**config.mk**
```make
export PLATFORM = sky130hd
export DESIGN_NAME = line_drawer
export DESIGN_NICKNAME = d
export VERILOG_FILES = /design/src/verilog/cube_pkg.sv /design/src/verilog/line_drawer.sv
export VERILOG_INCLUDE_DIRS = /design/src /design/src/verilog
export SDC_FILE = /design/constraint.sdc
export NUM_CORES = 1
export LEC_CHECK = 0
export BUFFER_PORTS_ARGS = -buffer_cell sky130_fd_sc_hd__buf_2
export CORE_MARGIN = 3
export CORE_UTILIZATION = 55
export DETAILED_ROUTE_END_ITERATION = 8
export MAX_ROUTING_LAYER = met4
export PLACE_DENSITY = 0.89
export RECOVER_POWER = 100
export SLEW_MARGIN = 0
export SYNTH_ARGS = -nofsm -noshare
export SYNTH_HDL_FRONTEND = slang
export SYNTH_SLANG_ARGS = --single-unit
```
**constraint.sdc**
```tcl
create_clock -name clk_100m -period 4.15 [get_ports clk_100m]
set_input_delay 0.2075 -clock clk_100m [delete_from_list [all_inputs] [get_ports clk_100m]]
set_output_delay 0.2075 -clock clk_100m [all_outputs]
set_load 0.05 [all_outputs]
```
**src/verilog/cube_defines.svh**
```systemverilog
// cube renderer sizes
// framebuffer geometry, scan totals and drawing constants

`ifndef CUBE_DEFINES_SVH
`define CUBE_DEFINES_SVH

// framebuffer size in pixels
`define CUBE_FB_WIDTH   64
`define CUBE_FB_HEIGHT  48

// scan positions per line and lines per frame, blanking included
`define CUBE_H_TOTAL    80
`define CUBE_V_TOTAL    52

`define CUBE_LINE_CNT   9   // edges of the wire-frame cube
`define CUBE_CIDX_W     4   // colour index bits

`endif
```
**src/verilog/cube_pkg.sv**
```systemverilog
// cube renderer types
// coordinates, colour indices and the structs passed between blocks

`default_nettype none

`include "cube_defines.svh"

package cube_pkg;

    typedef logic signed [7:0]       coord_t;    // screen coordinate
    typedef logic [`CUBE_CIDX_W-1:0] cidx_t;     // colour index
    typedef logic [11:0]             fb_addr_t;  // row * width + column

    typedef struct packed {
        cidx_t cidx;
    } draw_req_t;

    typedef struct packed {
        coord_t x0;
        coord_t y0;
        coord_t x1;
        coord_t y1;
        cidx_t  cidx;
    } line_t;

    typedef struct packed {
        coord_t x;
        coord_t y;
        cidx_t  cidx;
    } pixel_t;

    typedef struct packed {
        coord_t x;
        coord_t y;
        cidx_t  cidx;
    } scan_pix_t;

endpackage

`default_nettype wire

```
**src/verilog/line_drawer.sv**
```systemverilog
// Bresenham line engine
// one setup cycle per edge, then one pixel per write handshake, endpoints included

`default_nettype none
`timescale 1ns/10ps

`include "cube_defines.svh"

module line_drawer (
    input  wire logic           clk_100m,
    input  wire logic           reset,
    input  wire cube_pkg::line_t line,
    input  wire logic           line_valid,
    output logic                line_ready,
    output cube_pkg::pixel_t    wr,
    output logic                wr_valid,
    input  wire logic           wr_ready
);
    import cube_pkg::*;

    typedef enum logic [1:0] {D_IDLE, D_SETUP, D_DRAW} state_t;

    state_t             state;
    line_t              ln;          // latched edge
    coord_t             x;
    coord_t             y;
    logic               x_neg;       // step direction
    logic               y_neg;
    logic signed [9:0]  dx_c;        // |x1 - x0|
    logic signed [9:0]  dy_c;        // -|y1 - y0|
    logic signed [9:0]  dx;
    logic signed [9:0]  dy;
    logic signed [10:0] err;
    logic signed [10:0] err_nxt;
    logic signed [11:0] e2;
    logic               step_x;
    logic               step_y;
    logic               last;        // at the far endpoint

    always_comb begin
        if (ln.x1 >= ln.x0) dx_c = 10'(ln.x1) - 10'(ln.x0);
        else dx_c = 10'(ln.x0) - 10'(ln.x1);
        if (ln.y1 >= ln.y0) dy_c = 10'(ln.y0) - 10'(ln.y1);
        else dy_c = 10'(ln.y1) - 10'(ln.y0);

        e2      = {err, 1'b0};
        step_x  = (e2 >= dy);
        step_y  = (e2 <= dx);
        err_nxt = err + (step_x ? 11'(dy) : 11'sd0) + (step_y ? 11'(dx) : 11'sd0);
        last    = (x == ln.x1) && (y == ln.y1);
    end

    always_ff @(posedge clk_100m) begin
        if (reset) begin
            state <= D_IDLE;
        end else begin
            case (state)
                D_IDLE:  if (line_valid) state <= D_SETUP;
                D_SETUP: state <= D_DRAW;
                default: if (wr_ready && last) state <= D_IDLE;  // D_DRAW
            endcase
        end
    end

    always_ff @(posedge clk_100m) begin
        if (state == D_IDLE && line_valid) ln <= line;

        if (state == D_SETUP) begin
            x     <= ln.x0;
            y     <= ln.y0;
            dx    <= dx_c;
            dy    <= dy_c;
            err   <= 11'(dx_c) + 11'(dy_c);
            x_neg <= (ln.x1 < ln.x0);
            y_neg <= (ln.y1 < ln.y0);
        end else if (state == D_DRAW && wr_ready && !last) begin
            if (step_x) x <= x_neg ? x - 8'sd1 : x + 8'sd1;
            if (step_y) y <= y_neg ? y - 8'sd1 : y + 8'sd1;
            err <= err_nxt;
        end
    end

    assign line_ready = (state == D_IDLE);
    assign wr_valid   = (state == D_DRAW);
    assign wr         = '{x: x, y: y, cidx: ln.cidx};

    // framebuffer has no clipping, every offered pixel must land inside it
    a_pix_inside: assert property (@(posedge clk_100m) disable iff (reset)
        wr_valid |-> (x >= 0 && x < `CUBE_FB_WIDTH && y >= 0 && y < `CUBE_FB_HEIGHT));

endmodule

`default_nettype wire

```
==> results.md <==
- Outcome: complete, but fails checks
- Violations in the final reports: setup timing
- Worst slack at placement: -0.191 ns
- Clock-pin transition on the worst setup and hold timing paths: 0.07 ns
- F_max: 236 MHz
- Unrepaired setup endpoints after global routing: true
- Post-Synthesis Cell Area: 0.00672 mm2
- Layout Area Growth over Synthesis: 19.8%
- Syn. warnings: 0
- Final ANT Viol Nets: 0
- Grt ovf: 0
- Die width: around 120 um
- Post-Syn Area per Cell: a little over 10 um2
- Synth Instances: 658
- Syn_nets: 800
- Synth top area cells: edfxtp_1 37%, ha_1 16%, xnor2_1 5.5%
- Root buf cell: clkbuf_16
- First-pass GRT wire length: 26,900 um
- Hold WC Path Type: input port to flop
- Critical Path End Type: flop
- Setup TNS: -0.199 ns
- Clk_lat worst skew: 0.35 ns
- # nets final: 920
- Post-synthesis sequential area ratio: 0.377
- WHS: roughly 0.031 ns
- DRT iter0 DRCs: 405
- Lkg Pwr: 3.57 nW
- CP top delay family: compound AO/OA/AOI/OAI gates
- Worst-path maximum fanout: 4
- # clock sinks: 85
- CP max-delay cell: fa_1
- Ratio of cells with drive above 1 in the final layout: 0.201
- CTS buffer count: 9
- Core ar.: 0.0117 mm2
- Critical path class: flop to flop
- DP Area: about 0.0075 mm2
- CTS tree: built
- Synth async-reset ratio: 0
- Period utilization: 1.02
- Slew Viols, Final: 0
- Worst Max-Slew Pin Slew: 1.43 ns
- Commonest cells after routing, fill and taps aside: 83 x edfxtp_1, 80 x inv_1, 76 x ha_1
- Final HPWL DP: ~13,000 um
- Unique cell type count in the Yosys netlist: 58
- CP cell instances: inv_4 > ha_4 > and4_4 > a221oi_2 > o21ai_1 > o21a_1 > inv_2 > buf_4 > nor2_2 > fa_1 > ha_1 > o21ai_1 > nor2_2 > or4_4 > a31oi_4 > buf_6 > xnor2_2 > nor2_1 > a21oi_1
- Vias in the first global route: 5,619
- # Max-Cap Violations: 0
- Die Span Y: about 120 um
- Hold buffer count at cts: 0
- Largest net degree at the start of global routing: 40
- Post-synth EDFFs: 83
- Commonest non-fill, non-tap cell in the layout: edfxtp_1
- Worst path arrival time: 4.33 ns
- Fin util: 0.690
- Initial antenna violation count: 0
- Cell taking the most area after synthesis: edfxtp_1
- Htree depth: 3
- Vias: 5,485
- IO Count: 62
- DR pass1 iterations: 5
- IO Port Bufs: 61
- Pwr Density: 724 mW/mm2
- Data required time of the worst path: between 4 and 5 ns
- Setup WS post-layout: -0.0838 ns
- Gpl congestion: 0.902
- Rows: 39
- Setup Skew: roughly 0.0079 ns
- Crit start category: flop
- Yosys reg bits: 85
- Dominant synthesized flop cell: edfxtp_1
- Max VDD drop: 331 uV
- # DRC: 0
- Fin crit period: 4.23 ns
- GRT Resource Usage Total: 0.261
- Vias per std cell: 5.92
- Hold Fails Final Rpt: 0
- Die ar.: 0.0136 mm2
- Initial Util: 0.576
- Slew HR: 0.0385
- Setup-failing EPs final: 3
- CTS Buffer Depth: 2
- Synth top area share: 0.371
- Total Routed Length: roughly 17,000 um
- Finished Cell Area: 0.00805 mm2
- Crit path buf inv count: 4
- Antenna cell count: 0
- Drt wl/cell: 18.2 um
- CP max stage delay: 0.46 ns
==> cell usage after synthesis, drive strengths merged, types with 2 or more instances <==
cell type   n
a31oi       4
nand3       8
a21o       17
xor2       12
nand2b     12
a211oi      5
o41ai       5
a211o       3
xnor2      42
and3        2
buf         6
nand4       9
nand3b      3
and2        2
o21ai      29
and4        2
ha         84
nor4        2
fa         18
clkbuf      8
dfxtp       2
nor2       62
a21oi      53
mux2i      11
a221oi      3
edfxtp     83
nor3b       4
o31ai       4
o21bai      9
nor3        5
nand2      27
nor2b      15
o21a       10
o211ai      2
inv        83
==> layout make-up <==
type / instances / area (um2)
multi-input cells: 476 / 3980
fillers: 833 / 3610
flip-flops and latches: 85 / 2530
repair buffers: 123 / 767
inverters: 83 / 314
clock buffers: 9 / 225
well taps: 143 / 179
clock inverters: 7 / 50.0
==> metrics by stage <==
stage               std cells  total power, mW
floorplan                 658             3.55
global placement          892             4.26
detailed placement        892             4.47
CTS                       923             5.50
global route              926             6.24
finish                    926             5.83
==> sequential cells by signal, indices dropped and copies added, names as in the netlist <==
name / count
dx: 9
dy: 9
err: 11
ln: 32
state: 2
wr: 4
x: 8
x_neg: 1
y: 8
y_neg: 1
==> path summary, 6_finish.rpt <==
kind / depth (start not counted) / end / slack, ns / start
min reg2reg: 2 / state[0] / 0.50 / state[0]
max: 19 / err[8] / -0.08 / dy[8]
min: 1 / ln[14] / 0.03 / line[14]
max reg2reg: 19 / err[8] / -0.08 / dy[8]
==> repair_timing <==
item,4_1_cts,5_1_grt
setup endpoints to repair,3,5
pin swaps,16,26
gates resized for setup,14,23
gates cloned,0,0
buffers inserted,15,4
==> where the power goes <==
part / leakage [nW] / switching [mW] / internal, mW
logic: 2.64 / 1.93 / 1.81
registers: 0.796 / 0.125 / 1.21
clock network: 0.128 / 0.353 / 0.407
total: 3.57 / 2.41 / 3.42
==> layer usage <==
layer / vias up / global-route usage / routed length (um)
met5: - / - / 0
met4: 0 / 0.0956 / 462
met3: 43 / 0.0430 / 916
met2: 226 / 0.442 / 8440
met1: 2659 / 0.315 / 6990
li1: 2557 / - / -
==> kinds of logic (layout without fill, tap and decap cells) <==
group | Yosys count | after routing | share of synthesized area
muxes | 11 | 11 | 0.0164
xor gates and xnor gates | 55 | 55 | 0.0737
adders and majority gates | 102 | 102 | 0.210
and+or+nand+nor | 156 | 156 | 0.112
DFF | 85 | 85 | 0.377
AOI/OAI and AO/OA | 152 | 152 | 0.153
buffers and inverters | 97 | 222 | 0.0575
(Power assumes the default switching activity.)
