### config.mk
export PLATFORM = sky130hd
export DESIGN_NAME = cube_sequencer
export DESIGN_NICKNAME = d
export VERILOG_FILES = /design/src/verilog/cube_pkg.sv /design/src/verilog/cube_sequencer.sv
export VERILOG_INCLUDE_DIRS = /design/src /design/src/verilog
export SDC_FILE = /design/constraint.sdc
export NUM_CORES = 1
export LEC_CHECK = 0
export BUFFER_PORTS_ARGS = -buffer_cell sky130_fd_sc_hd__buf_4
export CORE_ASPECT_RATIO = 1.2
export CORE_MARGIN = 4
export CORE_UTILIZATION = 46
export CTS_CLUSTER_SIZE = 12
export DETAILED_ROUTE_END_ITERATION = 10
export PLACE_DENSITY = 0.78
export SYNTH_ARGS = -nofsm -noshare
export SYNTH_HDL_FRONTEND = slang
export SYNTH_SLANG_ARGS = --single-unit
### constraint.sdc
create_clock -name clk_100m -period 1.67 [get_ports clk_100m]
set_clock_uncertainty 0.1 [all_clocks]
set_input_delay 0.334 -clock clk_100m [delete_from_list [all_inputs] [get_ports clk_100m]]
set_output_delay 0.334 -clock clk_100m [all_outputs]
set_load 0.005 [all_outputs]
### src/verilog/cube_defines.svh
// cube renderer sizes
// framebuffer geometry, scan totals and drawing constants

`ifndef CUBE_DEFINES_SVH
`define CUBE_DEFINES_SVH

// framebuffer size in pixels
`define CUBE_FB_WIDTH   64
`define CUBE_FB_HEIGHT  48

// scan positions per line and lines per frame, blanking included
`define CUBE_H_TOTAL    80
`define CUBE_V_TOTAL    52

`define CUBE_LINE_CNT   9   // edges of the wire-frame cube
`define CUBE_CIDX_W     4   // colour index bits

`endif
### src/verilog/cube_pkg.sv
// cube renderer types
// coordinates, colour indices and the structs passed between blocks

`default_nettype none

`include "cube_defines.svh"

package cube_pkg;

    typedef logic signed [7:0]       coord_t;    // screen coordinate
    typedef logic [`CUBE_CIDX_W-1:0] cidx_t;     // colour index
    typedef logic [11:0]             fb_addr_t;  // row * width + column

    typedef struct packed {
        cidx_t cidx;
    } draw_req_t;

    typedef struct packed {
        coord_t x0;
        coord_t y0;
        coord_t x1;
        coord_t y1;
        cidx_t  cidx;
    } line_t;

    typedef struct packed {
        coord_t x;
        coord_t y;
        cidx_t  cidx;
    } pixel_t;

    typedef struct packed {
        coord_t x;
        coord_t y;
        cidx_t  cidx;
    } scan_pix_t;

endpackage

`default_nettype wire

### src/verilog/cube_sequencer.sv
// cube sequencer
// takes a draw request and hands the nine cube edges to the line drawer

`default_nettype none
`timescale 1ns/10ps

`include "cube_defines.svh"

module cube_sequencer (
    input  wire logic              clk_100m,
    input  wire logic              reset,
    input  wire cube_pkg::draw_req_t req,
    input  wire logic              req_valid,
    output logic                   req_ready,
    output cube_pkg::line_t        line,
    output logic                   line_valid,
    input  wire logic              line_ready,
    output logic                   busy
);
    import cube_pkg::*;

    typedef enum logic [1:0] {S_IDLE, S_LOAD, S_ISSUE, S_FINISH} state_t;

    state_t      state;
    logic [3:0]  line_idx;   // current edge
    cidx_t       cidx_q;     // colour of the running request

    // fixed cube edges, reference coordinates scaled by 1/5
    function automatic line_t edge_line(input logic [3:0] idx, input cidx_t c);
        line_t l;
        case (idx)
            4'd0: l = '{x0: 8'sd26, y0: 8'sd18, x1: 8'sd46, y1: 8'sd18, cidx: c};
            4'd1: l = '{x0: 8'sd46, y0: 8'sd18, x1: 8'sd46, y1: 8'sd38, cidx: c};
            4'd2: l = '{x0: 8'sd46, y0: 8'sd38, x1: 8'sd26, y1: 8'sd38, cidx: c};
            4'd3: l = '{x0: 8'sd26, y0: 8'sd38, x1: 8'sd26, y1: 8'sd18, cidx: c};
            4'd4: l = '{x0: 8'sd26, y0: 8'sd38, x1: 8'sd18, y1: 8'sd30, cidx: c};
            4'd5: l = '{x0: 8'sd18, y0: 8'sd30, x1: 8'sd18, y1: 8'sd10, cidx: c};
            4'd6: l = '{x0: 8'sd18, y0: 8'sd10, x1: 8'sd26, y1: 8'sd18, cidx: c};
            4'd7: l = '{x0: 8'sd18, y0: 8'sd10, x1: 8'sd38, y1: 8'sd10, cidx: c};
            4'd8: l = '{x0: 8'sd38, y0: 8'sd10, x1: 8'sd46, y1: 8'sd18, cidx: c};
            default: l = '{x0: 8'sd0, y0: 8'sd0, x1: 8'sd0, y1: 8'sd0, cidx: c};
        endcase
        return l;
    endfunction

    always_ff @(posedge clk_100m) begin
        if (reset) begin
            state      <= S_IDLE;
            req_ready  <= 1'b0;
            line_valid <= 1'b0;
            busy       <= 1'b0;
            line_idx   <= '0;
        end else begin
            case (state)
                S_IDLE: begin
                    if (req_valid && req_ready) begin
                        req_ready <= 1'b0;
                        busy      <= 1'b1;
                        line_idx  <= '0;
                        state     <= S_LOAD;
                    end else begin
                        req_ready <= 1'b1;
                    end
                end
                S_LOAD: begin  // edge registered here, offered next cycle
                    line_valid <= 1'b1;
                    state      <= S_ISSUE;
                end
                S_ISSUE: begin
                    if (line_ready) begin
                        line_valid <= 1'b0;
                        if (line_idx == 4'(`CUBE_LINE_CNT - 1)) begin
                            state <= S_FINISH;
                        end else begin
                            line_idx <= line_idx + 4'd1;
                            state    <= S_LOAD;
                        end
                    end
                end
                default: begin  // S_FINISH, drawer still on the last edge
                    if (line_ready) begin
                        busy      <= 1'b0;
                        req_ready <= 1'b1;
                        state     <= S_IDLE;
                    end
                end
            endcase
        end
    end

    always_ff @(posedge clk_100m) begin
        if (state == S_IDLE && req_valid && req_ready) cidx_q <= req.cidx;
        if (state == S_LOAD) line <= edge_line(line_idx, cidx_q);
    end

    // edge index never leaves the table while a request runs
    a_line_idx: assert property (@(posedge clk_100m) disable iff (reset)
        busy |-> line_idx < `CUBE_LINE_CNT);

endmodule

`default_nettype wire

==> results.ini, run 1 <==
[outcome]
status = completed

[route]
via_count = 1123
drtIter0Drc = 37
drt_wl_total_mm = 2.94
drc = 0
ant_nets = 0
first_pass_iters = 4
routed_via_density = 5.18
routedWlPerCell_um = 13.5

[yosys]
yosysUniqueCellTypes = 37
yosysSeqAreaShare_pct = 54.0
ys_seq_elements = 32
ys.warnings.count = 0
synth_common_cells = edfxtp_1, nor2_1, buf_4
synthCells = 145
synthTopCellsByArea = edfxtp_1, dfxtp_1, buf_4
netlist_area_um2 = 1610
async_reset_ff_share_pct = 0
synth_top_cell_by_area = edfxtp_1
synth_top_area_share_pct = 42.8
synthFlopType = edfxtp_1
post_synth.cell_area_avg_um2 = 11.1
yosysMostFrequentCell = edfxtp_1
synth_edf_count = 23

[clocking]
clockBufferDepth = 2
cts_hold_buffers = 0
cts_tree = done
cts_root_buf = clkbuf_8
clock_latency_ps = 280
path_clk_slew_ps = 70
clock_sinks = 32
htree_num_levels = 2
cts_setup_buffers = 0
cts_buffers = 5

[setup_path]
ff2ff_path_depth = 6
end_kind = register
arrival_ps = 1720
r2r_setup_slack_ps = 50
required_ps = 1780
cp-endpoint = line_idx[2]
timing.rr.end = line_idx[2]
crit_type = reg2reg
crit_path_start_kind = register
crit_fanout = 7
r2r_start = state[0]
crit_start = state[0]

[floorplan]
ioPinCount = 47
coreArea_um2 = 3370
die_x_um = 62.1
die_area_um2 = 4520
start_util_pct = 47.9
die_h_um = 72.9
rows = 23

[timing]
finalHoldViolCount = 0
max_freq_mhz = 619
setup_viol_count_final = 0
drv_slew = 0
period_needed_ps = 1620
fin_crit_sh_pct = 96.7
layout_setup_ws_ps = 54.5

[final_layout]
antenna_cells = 0
syn_to_final_growth_pct = 20.3
drive_above_1_share_pct = 33.9
instances_no_fill = 217
fin_nets = 194
postLayoutCoreUtil_pct = 57.6

[grt]
gr-total-overflow = 0
grt_antenna_before_repair = 0
grt_max_degree = 20
gr-usage-all-layers_pct = 13.6
grt_pass1_wl_mm = 4.44
grt_pass1_vias = 1000

[power]
combPwrFrac_pct = 31.0
switching_share_pct = 30.2
vdd_ir_drop_max_mv = 0.787
seq_power_share_pct = 45.5
p_int_mw = 1.69
p_switching_mw = 0.733
clkPwrFrac_pct = 23.5
leakagePower_nw = 0.777
power_density_nw_per_um2 = 1250

[placement]
hpwl_mm = 2.18
dp_worst_setup_slack_ps = -1.12
port_buffers = 34
dp.cells = 209
globalplace.congestion = 0.783

[hold_path]
worstHoldStart = req[2]
hold_class = in2reg

[run]
maxCapViolCount = 0

## layout by cell type, fill, tap and decap left out, types with 4 or more instances in the layout
cell,Yosys,routed
nand2_1,5,5
o21ai_0,7,7
nor2_1,22,22
clkbuf_8,0,5
nor3_1,6,6
a21oi_1,4,4
mux2i_1,5,5
inv_1,8,8
ha_2,0,4
conb_1,1,12
buf_4,18,39
edfxtp_1,23,23
dfxtp_1,9,7
## power groups by stage
stage          clock network [mW]  registers (mW)  logic (mW)
2_1_floorplan                   0            1.12       0.488
3_3_place_gp                    0            1.11       0.696
3_5_place_dp                    0            1.12       0.732
4_1_cts                     0.586            1.10       0.741
5_1_grt                     0.627            1.12       0.838
6_report                    0.571            1.10       0.753
## state kept, by name (all words and copies together) (netlist names)
signal,count
busy,1
cidx_q,4
line,19
state,2
line_valid,1
line_idx,4
req_ready,1
## stage by stage
| stage | setup TNS (ps) | cell area, um2 | power [mW] | hold slack [ps] |
|---|---|---|---|---|
| 6_report | 0 | 1940 | 2.43 | 126 |
| 5_1_grt | -18.4 | 1940 | 2.58 | 112 |
| 4_1_cts | 0 | 1920 | 2.43 | 118 |
| 3_5_place_dp | -1.12 | 1830 | 1.85 | 311 |
| 3_3_place_gp | 0 | 1830 | 1.81 | 302 |
| 2_1_floorplan | 0 | 1660 | 1.61 | 300 |
## cell families (layout without fill, tap and decap cells)
family,count (synthesis),count (layout),share of synthesized area [%]
AND/OR/NAND/NOR,44,44,12.9
multiplexers,5,5,3.10
adder cells (fa/ha/maj),7,7,5.43
buffers and inverters,31,55,12.4
AO/OA/AOI/OAI,25,25,11.9
other,1,12,0.233
flip-flops,32,32,54.0
## what timing repair did
| item | CTS | global route |
|---|---|---|
| gates cloned | 0 | 0 |
| endpoints found under the setup margin | 1 | 9 |
| pin swaps | 1 | 0 |
| endpoints found under the hold margin | 0 | 0 |
| gates resized for setup | 1 | 7 |
## metal layers
metal | track usage, % | share of wire (%) | up-vias
li1 | - | - | 547
met1 | 13.8 | 36 | 527
met2 | 23.7 | 54 | 45
met3 | 3.72 | 8.3 | 4
met4 | 8.25 | 1.9 | 0
met5 | 0 | 0 | -
## how the worst min path moves through the flow
stage / end / slack, ps / cells after the start
5_1_grt: cidx_q[1] / 110 / 1
3_5_place_dp: line[0] / 310 / 0
4_1_cts: cidx_q[2] / 120 / 1
6_report: cidx_q[2] / 130 / 1
2_1_floorplan: line[0] / 300 / 0
3_3_place_gp: line[2] / 300 / 0
## layout make-up
class                      instances  area (um2)
timing repair buffer              39         293
tap                               37        46.3
clock inverter                     3        18.8
sequential                        32         873
fill                             274        1430
clock buffer                       5        68.8
multi-input combinational         93         611
inverter                           8        30.0
## critical path, stage by stage (launching register included)
cell and delay, ps:
dfxtp_1 370, inv_1 110, ha_2 240, a21bo_4 210, and4_4 260, nand2_2 60
a211oi_2 210
Note: power is estimated with default switching activity, not from simulation.
==> run 2: changes to the inputs <==
- clock period: 1.67 -> 1.45 ns (I/O delays scaled with it)
==> run 2 against run 1 <==
  * Die area unchanged
  * Sequential power is 15% higher
  * Core utilization grew 5.8 points
  * Worst hold slack got worse by 44 ps
  * First-iteration DRC count decreased by 14%
  * Combinational power increased by 33%
  * Final cell count is 6.9% higher
  * Wire length increased by 4.3%
  * Power rose by 27%
  * Worst setup slack lost 43 ps
  * Via count increased by 3.7%
  * Clock power up 42%
  * Largest power group unchanged
==> results.ini, run 2 (synthesized netlist as in run 1, its figures left out) <==
[outcome]
status = completed

[final_layout]
largest_reg_flops = 19
syn_to_final_growth_pct = 32.4
fillCellCount = 246
final_common_cell = buf_4
mostFrequentLayoutCells = buf_4, edfxtp_1, nor2_1
reg_top3 = line (19), cidx_q (4), line_idx (4)
top_register = line
postLayoutCoreUtil_pct = 63.4
fin_area_um2 = 2130
antenna_cells = 0
fin_nets = 209
instances_no_fill = 232
drive_above_1_share_pct = 43.1

[clocking]
cts_tree = done
cts_hold_buffers = 0
cts_buffers = 5
htree_num_levels = 2
path_clk_slew_ps = 70
clock_latency_ps = 280
clock_sinks = 32
cts_root_buf = clkbuf_8
clockBufferDepth = 2

[route]
drt_wl_total_mm = 3.06
drtIter0Drc = 32
drc = 0
first_pass_iters = 5
routedWlPerCell_um = 13.2
via_count = 1164
ant_nets = 0
routed_via_density = 5.02

[floorplan]
die_x_um = 62.1
die_area_um2 = 4520
coreArea_um2 = 3370
ioPinCount = 47
rows = 23
start_util_pct = 47.9
die_h_um = 72.9

[setup_path]
crit_type = reg2reg
crit_fanout = 4
arrival_ps = 1540
max_stage_delay_ps = 370
required_ps = 1550
end_kind = register
crit_slowest_cell = dfxtp_4
critPathTopFamily = compound AO/OA/AOI/OAI gates
cp_num_buf_inv = 1
crit_chain = inv_2 > ha_4 > a21bo_4 > and4_4 > nand2_2 > a211oi_2
crit_path_start_kind = register

[placement]
place_area_um2 = 1950
hpwl_mm = 2.25
globalplace.congestion = 0.817
port_buffers = 34
dp.cells = 223

[timing]
finalHoldViolCount = 0
tns_ps = 0
max_freq_mhz = 695
setup_viol_count_final = 0
fin_crit_sh_pct = 99.2
drv_slew = 0
timing.hold.ws_ps = 81.6
period_needed_ps = 1440
rsz0062_at_grt = true

[grt]
grt_antenna_before_repair = 0
gr-usage-all-layers_pct = 13.9
grt_pass1_wl_mm = 4.56
gr-total-overflow = 0
grt_pass1_vias = 1075
grt_max_degree = 20

[hold_path]
hold_class = in2reg

[power]
leakagePower_nw = 0.862
power_density_nw_per_um2 = 1450
vdd_ir_drop_max_mv = 0.966

[run]
maxCapViolCount = 0

==> run 2: cell count changes in the layout (fill, tap and decap cells not counted), sizes merged <==
cell	change
clkinv	-1
bufinv	+1
buf	+15
==> run 2: worst register-to-register path, delay by kind of cell, from the launching register on <==
family                   cells  cell delay [ps]
AO/OA/AOI/OAI                2              390
adder cells (fa/ha/maj)      1              160
buffers and inverters        1               50
flip-flops                   1              370
AND/OR/NAND/NOR              2              290
==> run 2: layout make-up <==
type,instances,area (um2),share of cell area (%)
Clock buffer,5,68.8,3.22
Clock inverter,3,37.5,1.76
Tap cell,37,46.3,2.17
Sequential cell,32,883,41.4
Multi-Input combinational cell,93,656,30.7
Inverter,8,37.5,1.76
Timing Repair Buffer,54,405,19.0
==> run 2: path summary, 6_finish.rpt <==
kind / start / end / slack (ps) / depth (start not counted)
min reg2reg: cidx_q[3] / line[3] / 320 / 0
min: req[0] / cidx_q[0] / 80 / 1
max reg2reg: state[1] / line_idx[2] / 10 / 6
max: state[1] / line_idx[2] / 10 / 6
==> run 2: per-layer routing <==
layer / global-route usage (%) / vias up / share of wire [%]
li1: - / 575 / -
met1: 14.4 / 530 / 35
met2: 24.2 / 51 / 54
met3: 4.42 / 8 / 8.8
met4: 7.08 / 0 / 2.6
met5: 0 / - / 0
==> run 2: metrics by stage <==
| step | total power, mW | worst slack (ps) |
|---|---|---|
| floorplan | 1.89 | -19.0 |
| global placement | 2.19 | -20.0 |
| detailed placement | 2.24 | -56.2 |
| CTS | 3.06 | -3.07 |
| global route | 3.28 | -84.0 |
| finish | 3.09 | 11.4 |
==> run 2: what timing repair did <==
item                                    4_1_cts  5_1_grt
buffers inserted                              1        0
pin swaps                                     5        4
resized for setup                             5       14
endpoints found under the setup margin        9       17
==> run 2: report_power, final <==
group | switching [mW] | internal [mW]
combinational | 0.476 | 0.525
sequential | 0.0740 | 1.20
clock | 0.313 | 0.500
==> run 3: changes to the inputs <==
- CORE_UTILIZATION: 46 -> 25
- PLACE_DENSITY: 0.78 -> 0.51
==> run 3 against run 2 <==
  * The run now ends with setup timing left
  * Maximum frequency fell by 1.4%
  * Final area grew 5.5%
  * Count of clock-buffer cells in the layout unchanged
  * Via count up 1.1%
  * Power increased by 1.4%
  * Worst setup slack got worse by 21 ps
  * Sequential power barely moved
  * Non-clock buffer count grew 4
  * Largest cell class unchanged
  * First-iteration DRC count is 81% higher
  * Clock power is essentially flat
  * Sequential share of layout area shrank 2.4 points
  * Wire length rose by 2.7%
==> results.ini, run 3 (synthesized netlist as in run 1, its figures left out) <==
[outcome]
status = finished with violations
violations = setup timing

[power]
vdd_ir_drop_max_mv = 0.609
seq_power_share_pct = 40.8
power.total_mw = 3.13
clkPwrFrac_pct = 25.8
combPwrFrac_pct = 33.4
leakagePower_nw = 0.896
p_switching_mw = 0.861
p_int_mw = 2.27
power_density_nw_per_um2 = 1390
switching_share_pct = 27.5

[route]
routedWlPerCell_um = 11.2
via_count = 1177
drtIter0Drc = 58
drt_wl_total_mm = 3.14
first_pass_iters = 4
drc = 0
ant_nets = 0
routed_via_density = 4.19

[final_layout]
mostFrequentLayoutCells = buf_4, edfxtp_1, nor2_1
fin_area_um2 = 2250
top_register = line
largest_reg_flops = 19
antenna_cells = 0
fillCellCount = 625
final_common_cell = buf_4
syn_to_final_growth_pct = 39.6
drive_above_1_share_pct = 46.2
reg_top3 = line (19), cidx_q (4), line_idx (4)
fin_nets = 213

[timing]
fin_crit_sh_pct = 101
rsz0062_at_grt = true
max_freq_mhz = 685
timing.hold.ws_ps = 85.6
layout_setup_ws_ps = -9.68
tns_ps = -15.3
drv_slew = 0
period_needed_ps = 1460
setup_viol_count_final = 2
finalHoldViolCount = 0

[floorplan]
die_h_um = 96.0
start_util_pct = 26.2
ioPinCount = 47
die_area_um2 = 7810
rows = 31
coreArea_um2 = 6170
die_x_um = 81.3

[hold_path]
hold_class = in2reg

[clocking]
clock_latency_ps = 280
cts_setup_buffers = 0
cts_buffers = 5
htree_num_levels = 2
cts_hold_buffers = 0
cts_tree = done
cts_root_buf = clkbuf_8
clockBufferDepth = 2
path_clk_slew_ps = 70
clock_sinks = 32

[grt]
grt_max_degree = 20
grt_pass1_wl_mm = 4.91
gr-usage-all-layers_pct = 8.34
grt_pass1_vias = 1089
grt_antenna_before_repair = 0
gr-total-overflow = 0

[setup_path]
end_kind = register
arrival_ps = 1370
required_ps = 1360
crit_type = reg2reg
r2r_setup_slack_ps = -10
crit_path_start_kind = register
crit_fanout = 7

[placement]
port_buffers = 34
place_area_um2 = 2040
hpwl_mm = 2.28
globalplace.congestion = 0.735

[run]
maxCapViolCount = 0

==> run 3: final timing paths <==
kind | cells past startpoint | startpoint | to
setup reg to reg | 4 | line_idx[1] | line[32]
setup / recovery | 4 | line_idx[1] | line[32]
hold reg to reg | 0 | cidx_q[1] | line[1]
hold / removal | 1 | req[3] | cidx_q[3]
==> run 3: power groups by stage <==
stage	sequential [mW]	clock (mW)	combinational, mW
3_3_place_gp	1.28	0	0.977
6_report	1.28	0.809	1.04
5_1_grt	1.29	0.882	1.17
4_1_cts	1.27	0.843	1.03
2_1_floorplan	1.30	0	0.592
3_5_place_dp	1.28	0	0.986
==> run 3: layer usage <==
metal  part of all wire [%]  track usage (%)  vias up
li1                       -                -      582
met1                     37             8.73      549
met2                     53             14.5       38
met3                    6.2             1.97        8
met4                    3.5             5.92        0
met5                      0                0        -
==> run 3: worst max-delay path: stages, from the launching register on <==
cell and delay (ps):
dfxtp_2 380, inv_2 70, ha_2 220, o21ai_0 280
a21oi_1 150
==> run 3: final cells by class <==
| class | instances | area, um2 | share of cell area, % |
|---|---|---|---|
| Sequential cell | 32 | 878 | 39.0 |
| Multi-Input combinational cell | 93 | 691 | 30.7 |
| Timing Repair Buffer | 58 | 435 | 19.3 |
| Tap cell | 82 | 103 | 4.56 |
| Clock buffer | 5 | 68.8 | 3.06 |
| Clock inverter | 3 | 37.5 | 1.67 |
| Inverter | 8 | 37.5 | 1.67 |
==> run 3: timing repair <==
item,in CTS,in global routing
endpoints found under the setup margin,16,19
pin swaps,1,3
gates resized for setup,7,16
==> run 3: stage by stage <==
step | worst slack (ps) | cells | util, %
2_1_floorplan | -19.0 | 156 | -
3_3_place_gp | -72.2 | 273 | 33.1
3_5_place_dp | -92.7 | 273 | 33.1
4_1_cts | -29.2 | 281 | 35.4
5_1_grt | -99.9 | 281 | 36.5
6_report | -9.68 | 281 | 36.5
