File: config.mk
export PLATFORM = sky130hd
export DESIGN_NAME = raster_scan
export DESIGN_NICKNAME = d
export VERILOG_FILES = /design/src/verilog/cube_pkg.sv /design/src/verilog/raster_scan.sv
export VERILOG_INCLUDE_DIRS = /design/src /design/src/verilog
export SDC_FILE = /design/constraint.sdc
export NUM_CORES = 1
export LEC_CHECK = 0
export ABC_CLOCK_PERIOD_IN_PS = 1500
export BUFFER_PORTS_ARGS = -buffer_cell sky130_fd_sc_hd__buf_2
export CORE_MARGIN = 5
export CORE_UTILIZATION = 46
export CTS_CLUSTER_DIAMETER = 50
export DETAILED_ROUTE_END_ITERATION = 16
export PLACE_DENSITY = 0.77
export RECOVER_POWER = 100
export SYNTH_ARGS = -nofsm -noshare
export SYNTH_HDL_FRONTEND = slang
export SYNTH_SLANG_ARGS = --single-unit
File: constraint.sdc
create_clock -name clk_100m -period 1.5 [get_ports clk_100m]
set_input_delay 0.15 -clock clk_100m [delete_from_list [all_inputs] [get_ports clk_100m]]
set_output_delay 0.15 -clock clk_100m [all_outputs]
set_load 0.05 [all_outputs]
File: src/verilog/cube_defines.svh
// cube renderer sizes
// framebuffer geometry, scan totals and drawing constants

`ifndef CUBE_DEFINES_SVH
`define CUBE_DEFINES_SVH

// framebuffer size in pixels
`define CUBE_FB_WIDTH   64
`define CUBE_FB_HEIGHT  48

// scan positions per line and lines per frame, blanking included
`define CUBE_H_TOTAL    80
`define CUBE_V_TOTAL    52

`define CUBE_LINE_CNT   9   // edges of the wire-frame cube
`define CUBE_CIDX_W     4   // colour index bits

`endif
File: src/verilog/cube_pkg.sv
// cube renderer types
// coordinates, colour indices and the structs passed between blocks

`default_nettype none

`include "cube_defines.svh"

package cube_pkg;

    typedef logic signed [7:0]       coord_t;    // screen coordinate
    typedef logic [`CUBE_CIDX_W-1:0] cidx_t;     // colour index
    typedef logic [11:0]             fb_addr_t;  // row * width + column

    typedef struct packed {
        cidx_t cidx;
    } draw_req_t;

    typedef struct packed {
        coord_t x0;
        coord_t y0;
        coord_t x1;
        coord_t y1;
        cidx_t  cidx;
    } line_t;

    typedef struct packed {
        coord_t x;
        coord_t y;
        cidx_t  cidx;
    } pixel_t;

    typedef struct packed {
        coord_t x;
        coord_t y;
        cidx_t  cidx;
    } scan_pix_t;

endpackage

`default_nettype wire

File: src/verilog/raster_scan.sv
// raster scanner
// walks active and blanking positions, reads the framebuffer and streams pixels

`default_nettype none
`timescale 1ns/10ps

`include "cube_defines.svh"

module raster_scan (
    input  wire logic            clk_100m,
    input  wire logic            reset,
    output logic                 rd_en,
    output cube_pkg::fb_addr_t   rd_addr,
    input  wire cube_pkg::cidx_t rd_data,
    output cube_pkg::scan_pix_t  pix,
    output logic                 pix_valid,
    output logic                 frame_start
);
    import cube_pkg::*;

    localparam int HW = $clog2(`CUBE_H_TOTAL);
    localparam int VW = $clog2(`CUBE_V_TOTAL);

    logic [HW-1:0] h_cnt;
    logic [VW-1:0] v_cnt;
    logic          active;
    fb_addr_t      addr_cnt;   // running read address
    coord_t        px;         // position delayed to meet rd_data
    coord_t        py;

    assign active = (h_cnt < `CUBE_FB_WIDTH) && (v_cnt < `CUBE_FB_HEIGHT);

    always_ff @(posedge clk_100m) begin
        if (reset) begin
            h_cnt       <= '0;
            v_cnt       <= '0;
            addr_cnt    <= '0;
            pix_valid   <= 1'b0;
            frame_start <= 1'b0;
        end else begin
            pix_valid   <= active;
            frame_start <= (h_cnt == '0) && (v_cnt == '0);
            if (h_cnt == HW'(`CUBE_H_TOTAL - 1)) begin
                h_cnt <= '0;
                if (v_cnt == VW'(`CUBE_V_TOTAL - 1)) v_cnt <= '0;
                else v_cnt <= v_cnt + 1'b1;
            end else begin
                h_cnt <= h_cnt + 1'b1;
            end
            if (h_cnt == HW'(`CUBE_H_TOTAL - 1) && v_cnt == VW'(`CUBE_V_TOTAL - 1)) begin
                addr_cnt <= '0;  // new frame
            end else if (active) begin
                addr_cnt <= addr_cnt + 12'd1;
            end
        end
    end

    always_ff @(posedge clk_100m) begin
        px <= coord_t'(h_cnt);
        py <= coord_t'(v_cnt);
    end

    assign rd_en   = active;
    assign rd_addr = addr_cnt;
    assign pix     = '{x: px, y: py, cidx: rd_data};

    // running address tracks the scan position across the frame
    a_addr_match: assert property (@(posedge clk_100m) disable iff (reset)
        rd_en |-> rd_addr == fb_addr_t'(v_cnt * `CUBE_FB_WIDTH + h_cnt));

endmodule

`default_nettype wire

==> impl_metrics.tcl, run 1 <==
set metrics [dict create \
    status "finished, final reports clean" \
    gp_routability_congestion 0.875 \
    p_total_mw 1.96 \
    worstHoldStart "reset" \
    setup_viol 0 \
    finalCriticalPeriod_ns 1.46 \
    wl_met2_um 1590 \
    dr_wl_met3_um 219 \
    slew_viol_final 0 \
    synth_area_leaders "dfxtp_1, xor2_1, xnor2_1" \
    place_area_um2 1800 \
    yosys_warnings 0 \
    whs_ns 0.132 \
    ioPinCount 41 \
    yosysSeqAreaShare_pct 51.3 \
    regArea_um2 818 \
    fmax_mhz 685 \
    timing.final.crit_share_pct 97.4 \
    grt_usage_pct 15.8 \
    syn-instance-count 154 \
    start_util_pct 47.1 \
    fin_util_pct 56.9 \
    core-area_um2 3310 \
    wirelength_met1_um 1440 \
    finalHoldViolations 0 \
    r2r_cells 5 \
    diodes 0 \
    worst_clock_skew_ns 0.00923 \
    arrival_ns 1.74 \
    cp_slowest_cell "dfxtp_4" \
    die-area_um2 4660 \
    cts_tree "built" \
    synth_commonest_cells "dfxtp_1, nor2_1, nand3_1, xor2_1" \
    path_delay_family "simple AND/OR/NAND/NOR gates" \
    p_per_area_nw_per_um2 1040 \
    hp-class "input port to register" \
    reg2reg_from "rd_addr[0]" \
    rows 21 \
    peakVddDrop_v 0.000561 \
    post_drt_wl_per_cell_um 13.4 \
    crit_type "register to register" \
    min_path_cells 2 \
    grt_pass1_vias 1162 \
    power.leakage_nw 0.736 \
    final_nets 209 \
    fin_ws_ns 0.0391 \
    crit_chain "ha_2 > nand3_2 > or2_4 > or3_1 > a21oi_1" \
    clockBufferDepth 2 \
    avgSynthCellArea_um2 10.1 \
    ctsRootBufferMaster "clkbuf_4" \
    synth_most_common_cell "dfxtp_1" \
    slowest_delay_ns 0.39 \
    dp_slack_ns -0.0311 \
    synth_largest_area_cell "dfxtp_1" \
    tns_ns 0 \
    post-dp-hpwl_um 2280 \
    drt_iter0_drc 43 \
    instances_no_fill 245 \
    cap_violations 0 \
    synth_ff_type "dfxtp_1" \
    synth_top_area_share_pct 51.3 \
    crit_path_end_kind "register" \
    antenna_found_initial 0 \
    insertion_delay_ns 0.34 \
    critical_path_buf_inv_count 0 \
    numCtsBuffers 5 \
    gr-total-overflow 0 \
    num-fill-cells 309 \
    first_pass_iters 4 \
    clkTransAtPathRegs_ns 0.11 \
    ant_nets 0 \
    portBuffers 29 \
    num_vias 1206 \
    drc_errors 0 \
    crit_fanout 5 \
    crit_required_ns 1.78 \
    dp.cells 232 \
    final_area_um2 1880 \
    wl_um 3290 \
    h-tree-depth 2 \
    startpoint_type "register" \
    synthArstFlopShare_pct 0 \
    syn2layout_area_growth_pct 20.8 \
    synth-edff-count 0 \
    die_y_um 68.2 \
    grt_max_degree 13 \
    cp-startpoint "rd_addr[0]" \
    highest_layer "met4" \
    worst_pin_slew_ns 0.610 \
    multiInputGateArea_um2 687 \
    slew_headroom_pct 59.5 \
    grt_pass1_wl_um 5400 \
    viasPerCell 4.92 \
    path_depth 5 \
    die_w_um 68.2 \
    ys_ff_latch 40 \
    syn-cell-area_um2 1560 \
    yosys.cell_types.count 31 \
    drive_gt1_share_pct 24.1 \
    cts.sink_count 40 \
]
[power breakdown]
part / internal, mW / leakage [nW] / switching [mW]
registers: 1.09 / 0.330 / 0.0182
logic: 0.0439 / 0.364 / 0.125
clock network: 0.350 / 0.0422 / 0.334
total: 1.48 / 0.736 / 0.477
[sequential cells by signal, indices dropped and copies added, names as in the netlist]
signal       cells
pix_valid        1
h_cnt            7
v_cnt            6
frame_start      1
rd_addr         12
px               7
py               6
[cells in the final DEF, fill, tap and decap left out, types with 2 or more instances in the layout]
cell type / instances
dfxtp_1: 30
clkbuf_1: 25
nor2_1: 18
xor2_1: 9
buf_2: 9
xnor2_1: 8
nand3_1: 8
dfxtp_2: 8
buf_4: 8
a21oi_1: 7
nor3_1: 5
nand2_1: 5
clkbuf_4: 5
inv_1: 4
and4_1: 4
ha_1: 4
clkbuf_2: 4
nor3b_1: 3
o21ai_0: 3
or3_1: 3
nand4_1: 3
conb_1: 3
and3_1: 2
nor4b_1: 2
nor2b_1: 2
dfxtp_4: 2
[repair_timing]
item,CTS,global route
hold buffers,0,0
resized for setup,3,5
pin swaps,1,1
buffers inserted,4,1
setup endpoints to repair,18,16
[cell families (layout without fill, tap and decap cells)]
family | count (synthesis) | after routing | share of synthesized area [%]
AO/OA/AOI/OAI | 13 | 13 | 5.85
XOR/XNOR | 17 | 17 | 9.54
adder cells (fa/ha/maj) | 5 | 5 | 4.01
buffers and inverters | 16 | 59 | 5.93
flip-flops | 40 | 40 | 51.3
other | 1 | 3 | 0.240
AND/OR/NAND/NOR | 62 | 62 | 23.1
[worst paths after layout]
| kind | slack (ns) | to |
|---|---|---|
| worst min-delay path | 0.13 | h_cnt[6] |
| worst max register to register | 0.04 | rd_addr[10] |
| worst min register to register | 0.38 | px[1] |
| worst max-delay path | 0.04 | rd_addr[10] |
[routing by layer]
metal  track usage [%]  vias to the layer above
met5                 0                        -
met4              8.44                        0
met3              4.27                        2
met2              26.6                       40
met1              18.1                      560
li1                  -                      604
[layout make-up]
type / count / share of cell area (%)
Timing Repair Buffer: 46 / 12.0
Tap cell: 46 / 3.05
Multi-Input combinational cell: 100 / 36.5
Sequential cell: 40 / 43.4
Clock buffer: 6 / 2.19
Inverter: 5 / 0.996
Clock inverter: 2 / 1.86
[worst reg2reg max path: stages (launching register included)]
cell and delay [ns]:
dfxtp_4 0.39, ha_2 0.19, nand3_2 0.10, or2_4 0.25, or3_1 0.34, a21oi_1 0.13
Note: power is estimated with default switching activity, not from simulation.
==> run 2: changes to the inputs <==
--- a/config.mk
+++ b/config.mk
@@ -9,10 +9,10 @@
 export ABC_CLOCK_PERIOD_IN_PS = 1500
 export BUFFER_PORTS_ARGS = -buffer_cell sky130_fd_sc_hd__buf_2
 export CORE_MARGIN = 5
-export CORE_UTILIZATION = 46
+export CORE_UTILIZATION = 30
 export CTS_CLUSTER_DIAMETER = 50
 export DETAILED_ROUTE_END_ITERATION = 16
-export PLACE_DENSITY = 0.77
+export PLACE_DENSITY = 0.55
 export RECOVER_POWER = 100
 export SYNTH_ARGS = -nofsm -noshare
 export SYNTH_HDL_FRONTEND = slang
==> run 2 against run 1 <==
Net effect:
- register-to-register slack improved by 0.03 ns
- power decreased by 1.5%
- utilization decreased by 19 points
- critical endpoint unchanged
- largest cell class unchanged
- hold slack improved by 0.055 ns
- non-clock buffer count decreased by 1
- critical path depth unchanged
- critical path type unchanged
- global-route usage decreased by 5.8 points
- cell count increased by 9.0%
- sequential cell count unchanged
- combinational power decreased by 3%
==> impl_metrics.tcl, run 2 (synthesis gave the netlist of run 1 again) <==
set metrics [dict create \
    place_area_um2 1870 \
    num-fill-cells 560 \
    ctsRootBufferMaster "clkbuf_8" \
    grt_pass1_wl_um 5060 \
    highest_layer "met4" \
    cap_violations 0 \
    finalHoldViolations 0 \
    wl_um 3050 \
    tns_ns 0 \
    cts.sink_count 40 \
    viasPerCell 4.24 \
    dp_slack_ns 0.0667 \
    worst_pin_slew_ns 0.625 \
    fin_ws_ns 0.0666 \
    start_util_pct 30.7 \
    startpoint_type "register" \
    worstHoldStart "reset" \
    whs_ns 0.187 \
    rows 26 \
    path_delay_family "simple AND/OR/NAND/NOR gates" \
    dr_wl_met3_um 150 \
    timing.final.crit_share_pct 95.6 \
    diodes 0 \
    portBuffers 29 \
    crit_path_end_kind "register" \
    first_pass_iters 4 \
    final_nets 208 \
    ioPinCount 41 \
    gr-total-overflow 0 \
    arrival_ns 1.66 \
    power.leakage_nw 0.698 \
    crit_type "register to register" \
    largest_reg_flops 12 \
    crit_required_ns 1.73 \
    hp-class "input port to register" \
    crit_chain "ha_2 > nand3_2 > or2_4 > or3_4 > a21oi_2" \
    slowest_delay_ns 0.37 \
    die_y_um 82.1 \
    crit_fanout 5 \
    fmax_mhz 698 \
    die_w_um 82.1 \
    grt_usage_pct 10.0 \
    reg2reg_from "rd_addr[0]" \
    peakVddDrop_v 0.000367 \
    die-area_um2 6740 \
    clockBufferDepth 2 \
    syn2layout_area_growth_pct 22.5 \
    slew_headroom_pct 58.5 \
    worst_clock_skew_ns 0.00934 \
    antenna_found_initial 0 \
    grt_pass1_vias 1078 \
    num_vias 1132 \
    finalCriticalPeriod_ns 1.43 \
    setup_viol 0 \
    ant_nets 0 \
    layout.cells.most_common_list "clkbuf_1, dfxtp_1, nor2_1" \
    p_per_area_nw_per_um2 1010 \
    critical_path_buf_inv_count 0 \
    status "finished, final reports clean" \
    drive_gt1_share_pct 19.8 \
    insertion_delay_ns 0.28 \
    cts_tree "built" \
    cp_slowest_cell "dfxtp_4" \
    final_area_um2 1910 \
    holdBufCountCts 0 \
    numCtsBuffers 5 \
    h-tree-depth 2 \
    wl_met2_um 1400 \
    slew_viol_final 0 \
    core-area_um2 5070 \
    p_total_mw 1.93 \
    gp_routability_congestion 0.735 \
    cp-startpoint "rd_addr[0]" \
    mostFrequentLayoutCell "clkbuf_1" \
    post_drt_wl_per_cell_um 11.4 \
    drt_iter0_drc 63 \
    post-dp-hpwl_um 2210 \
    clkTransAtPathRegs_ns 0.08 \
    drc_errors 0 \
    grt_max_degree 17 \
    wirelength_met1_um 1450 \
]
[run 2: cell count changes in the layout (fill, tap and decap cells not counted), moves of 2 or more]
cell / change
a21oi_1: -2
a21oi_2: +2
buf_2: -7
clkbuf_1: +9
clkbuf_2: -2
clkbuf_4: -5
clkbuf_8: +5
dfxtp_2: -2
[run 2: metrics by stage]
stage / util, % / cells
final: 37.7 / 267
after global routing: 37.7 / 267
after CTS: 38.5 / 267
after detailed placement: 36.9 / 260
after global placement: 36.9 / 260
after floorplan: - / 156
[run 2: path summary, 6_finish.rpt]
kind,endpoint,slack [ns],cells past startpoint
min,h_cnt[6],0.19,2
min reg2reg,px[6],0.40,0
max,rd_addr[10],0.07,5
max reg2reg,rd_addr[10],0.07,5
[run 2: cell type report]
| class | count | area, um^2 | share of cell area, % |
|---|---|---|---|
| Tap cell | 70 | 87.6 | 4.58 |
| Clock buffer | 6 | 72.6 | 3.80 |
| Clock inverter | 1 | 5.00 | 0.262 |
| Sequential cell | 40 | 820 | 42.9 |
| Timing Repair Buffer | 45 | 216 | 11.3 |
| Multi-Input combinational cell | 100 | 692 | 36.2 |
| Inverter | 5 | 18.8 | 0.982 |
[run 2: power by group]
part           switching [mW]  leakage, nW  internal (mW)
Clock                   0.348       0.0410          0.316
Sequential             0.0157        0.330           1.09
Combinational           0.124        0.327         0.0400
[run 2: layer usage]
layer	up-vias	global-route usage, %
met2	20	14.9
met3	4	3.69
met4	0	4.49
met5	-	0
met1	513	13.0
li1	595	-
[run 2: repair_timing]
item | 4_1_cts | 5_1_grt
endpoints found under the setup margin | 0 | 3
buffers inserted | 0 | 0
resized for setup | 0 | 10
[run 2: worst register-to-register path, stage by stage, from the launching register on]
cell,delay (ns)
dfxtp_4,0.37
ha_2,0.18
nand3_2,0.10
or2_4,0.25
or3_4,0.37
a21oi_2,0.13
==> run 3: changes to the inputs <==
--- a/config.mk
+++ b/config.mk
@@ -11,7 +11,9 @@
 export CORE_MARGIN = 5
 export CORE_UTILIZATION = 30
 export CTS_CLUSTER_DIAMETER = 50
+export CTS_CLUSTER_SIZE = 16
 export DETAILED_ROUTE_END_ITERATION = 16
+export GPL_TIMING_DRIVEN = 0
 export PLACE_DENSITY = 0.55
 export RECOVER_POWER = 100
 export SYNTH_ARGS = -nofsm -noshare
==> run 3 against run 2 <==
Net effect:
- power is 5.9% higher
- critical endpoint is now rd_en
- utilization rose by 1.8 points
- wire length is 1.4% higher
==> impl_metrics.tcl, run 3 (synthesis gave the netlist of run 1 again) <==
set metrics [dict create \
    slew_headroom_pct 59.9 \
    post_drt_wl_per_cell_um 11.2 \
    start_util_pct 30.7 \
    dp_slack_ns -0.272 \
    whs_ns 0.284 \
    dr_wl_met3_um 187 \
    p_int_mw 1.52 \
    cp_slowest_cell "dfxtp_1" \
    fin_ws_ns 0.0828 \
    clockBufferDepth 2 \
    cap_violations 0 \
    largest_reg_flops 12 \
    num_vias 1178 \
    die_y_um 82.1 \
    cts_tree "built" \
    gr-total-overflow 0 \
    crit_fanout 8 \
    crit_type "register to output pin" \
    post-dp-hpwl_um 2140 \
    ctsRootBufferMaster "clkbuf_8" \
    slowest_delay_ns 0.36 \
    dp.cells 259 \
    startpoint_type "register" \
    antenna_found_initial 0 \
    portBuffers 33 \
    crit_chain "a21o_4 > inv_4 > clkbuf_4" \
    setup_viol 0 \
    pwr-share-clk_pct 35.6 \
    power_frac_comb_pct 10.2 \
    first_pass_iters 4 \
    num-fill-cells 555 \
    arrival_ns 1.27 \
    grt_pass1_vias 1050 \
    worst_pin_slew_ns 0.605 \
    holdBufCountCts 0 \
    die-area_um2 6740 \
    h-tree-depth 2 \
    crit_required_ns 1.35 \
    peakVddDrop_v 0.000291 \
    critical_path_buf_inv_count 2 \
    multiInputGateArea_um2 699 \
    instances_no_fill 275 \
    insertion_delay_ns 0.29 \
    core-area_um2 5070 \
    p_total_mw 2.04 \
    tns_ns 0 \
    rows 26 \
    power.net_switching_mw 0.526 \
    diodes 0 \
    wl_um 3090 \
    p_sw_share_pct 25.7 \
    drt_iter0_drc 75 \
    worst_clock_skew_ns 0.00758 \
    layout.cells.most_common_list "clkbuf_1, dfxtp_1, nor2_1" \
    syn2layout_area_growth_pct 28.4 \
    final_nets 215 \
    timing.final.crit_share_pct 94.5 \
    gp_routability_congestion 0.700 \
    finalCriticalPeriod_ns 1.42 \
    mostFrequentLayoutCell "clkbuf_1" \
    grt_max_degree 13 \
    drive_gt1_share_pct 27.8 \
    path_delay_family "flip-flops" \
    power.leakage_nw 0.761 \
    ioPinCount 41 \
    grt_usage_pct 10.1 \
    slew_viol_final 0 \
    clkTransAtPathRegs_ns 0.08 \
    drc_errors 0 \
    crit_path_end_kind "output pin" \
    hp-class "input port to register" \
    highest_layer "met4" \
    numCtsBuffers 5 \
    ant_nets 0 \
    finalHoldViolations 0 \
    viasPerCell 4.28 \
    wirelength_met1_um 1490 \
    status "finished, final reports clean" \
    rsz0062_at_grt "no" \
    grt_pass1_wl_um 5070 \
    die_w_um 82.1 \
    p_per_area_nw_per_um2 1020 \
    sequentialPowerShare_pct 54.2 \
    fmax_mhz 706 \
    cts.sink_count 40 \
    regArea_um2 823 \
    wl_met2_um 1340 \
]
[run 3: area by class of cell]
cell class,count,area share [%]
Inverter,5,1.06
Timing Repair Buffer,41,9.74
Clock buffer,6,4.12
Buffer,11,4.18
Sequential cell,40,41.1
Multi-Input combinational cell,100,34.9
Tap cell,70,4.37
Clock inverter,2,0.500
[run 3: worst paths after layout]
check	cells after the start	end	slack [ns]	from
worst max register to register	6	v_cnt[4]	0.09	h_cnt[1]
worst max-delay path	3	rd_en	0.08	v_cnt[5]
worst min-delay path	4	rd_addr[4]	0.28	reset
worst min register to register	0	px[6]	0.40	h_cnt[6]
[run 3: power by group through the flow]
stage	combinational (mW)	sequential [mW]	clock [mW]
after floorplan	0.0923	1.19	0
after global placement	0.192	1.13	0
after detailed placement	0.193	1.13	0
after CTS	0.208	1.10	0.757
after global routing	0.225	1.11	0.803
final	0.209	1.11	0.727
[run 3: tightest hold or removal path, delay by kind of cell]
kind	cells	cell delay, ns
buffers and inverters	2	0.23
AOI/OAI and AO/OA	1	0.12
and+or+nand+nor	1	0.05
[run 3: per-layer routing]
| layer | vias up | GRT usage [%] |
|---|---|---|
| li1 | 608 | - |
| met1 | 537 | 13.0 |
| met2 | 26 | 14.4 |
| met3 | 7 | 4.01 |
| met4 | 0 | 5.48 |
| met5 | - | 0 |
[run 3: through the flow]
stage	instance area (um^2)	utilization (%)
after CTS	1970	38.8
after floorplan	1580	-
after detailed placement	1840	36.2
after global routing	2000	39.5
final	2000	39.5
after global placement	1840	36.2
[run 3: what timing repair did]
action	in CTS	in global routing
pin swaps	1	3
cloned	0	0
gates resized for setup	7	9
buffers inserted	3	5
endpoints found under the setup margin	15	19
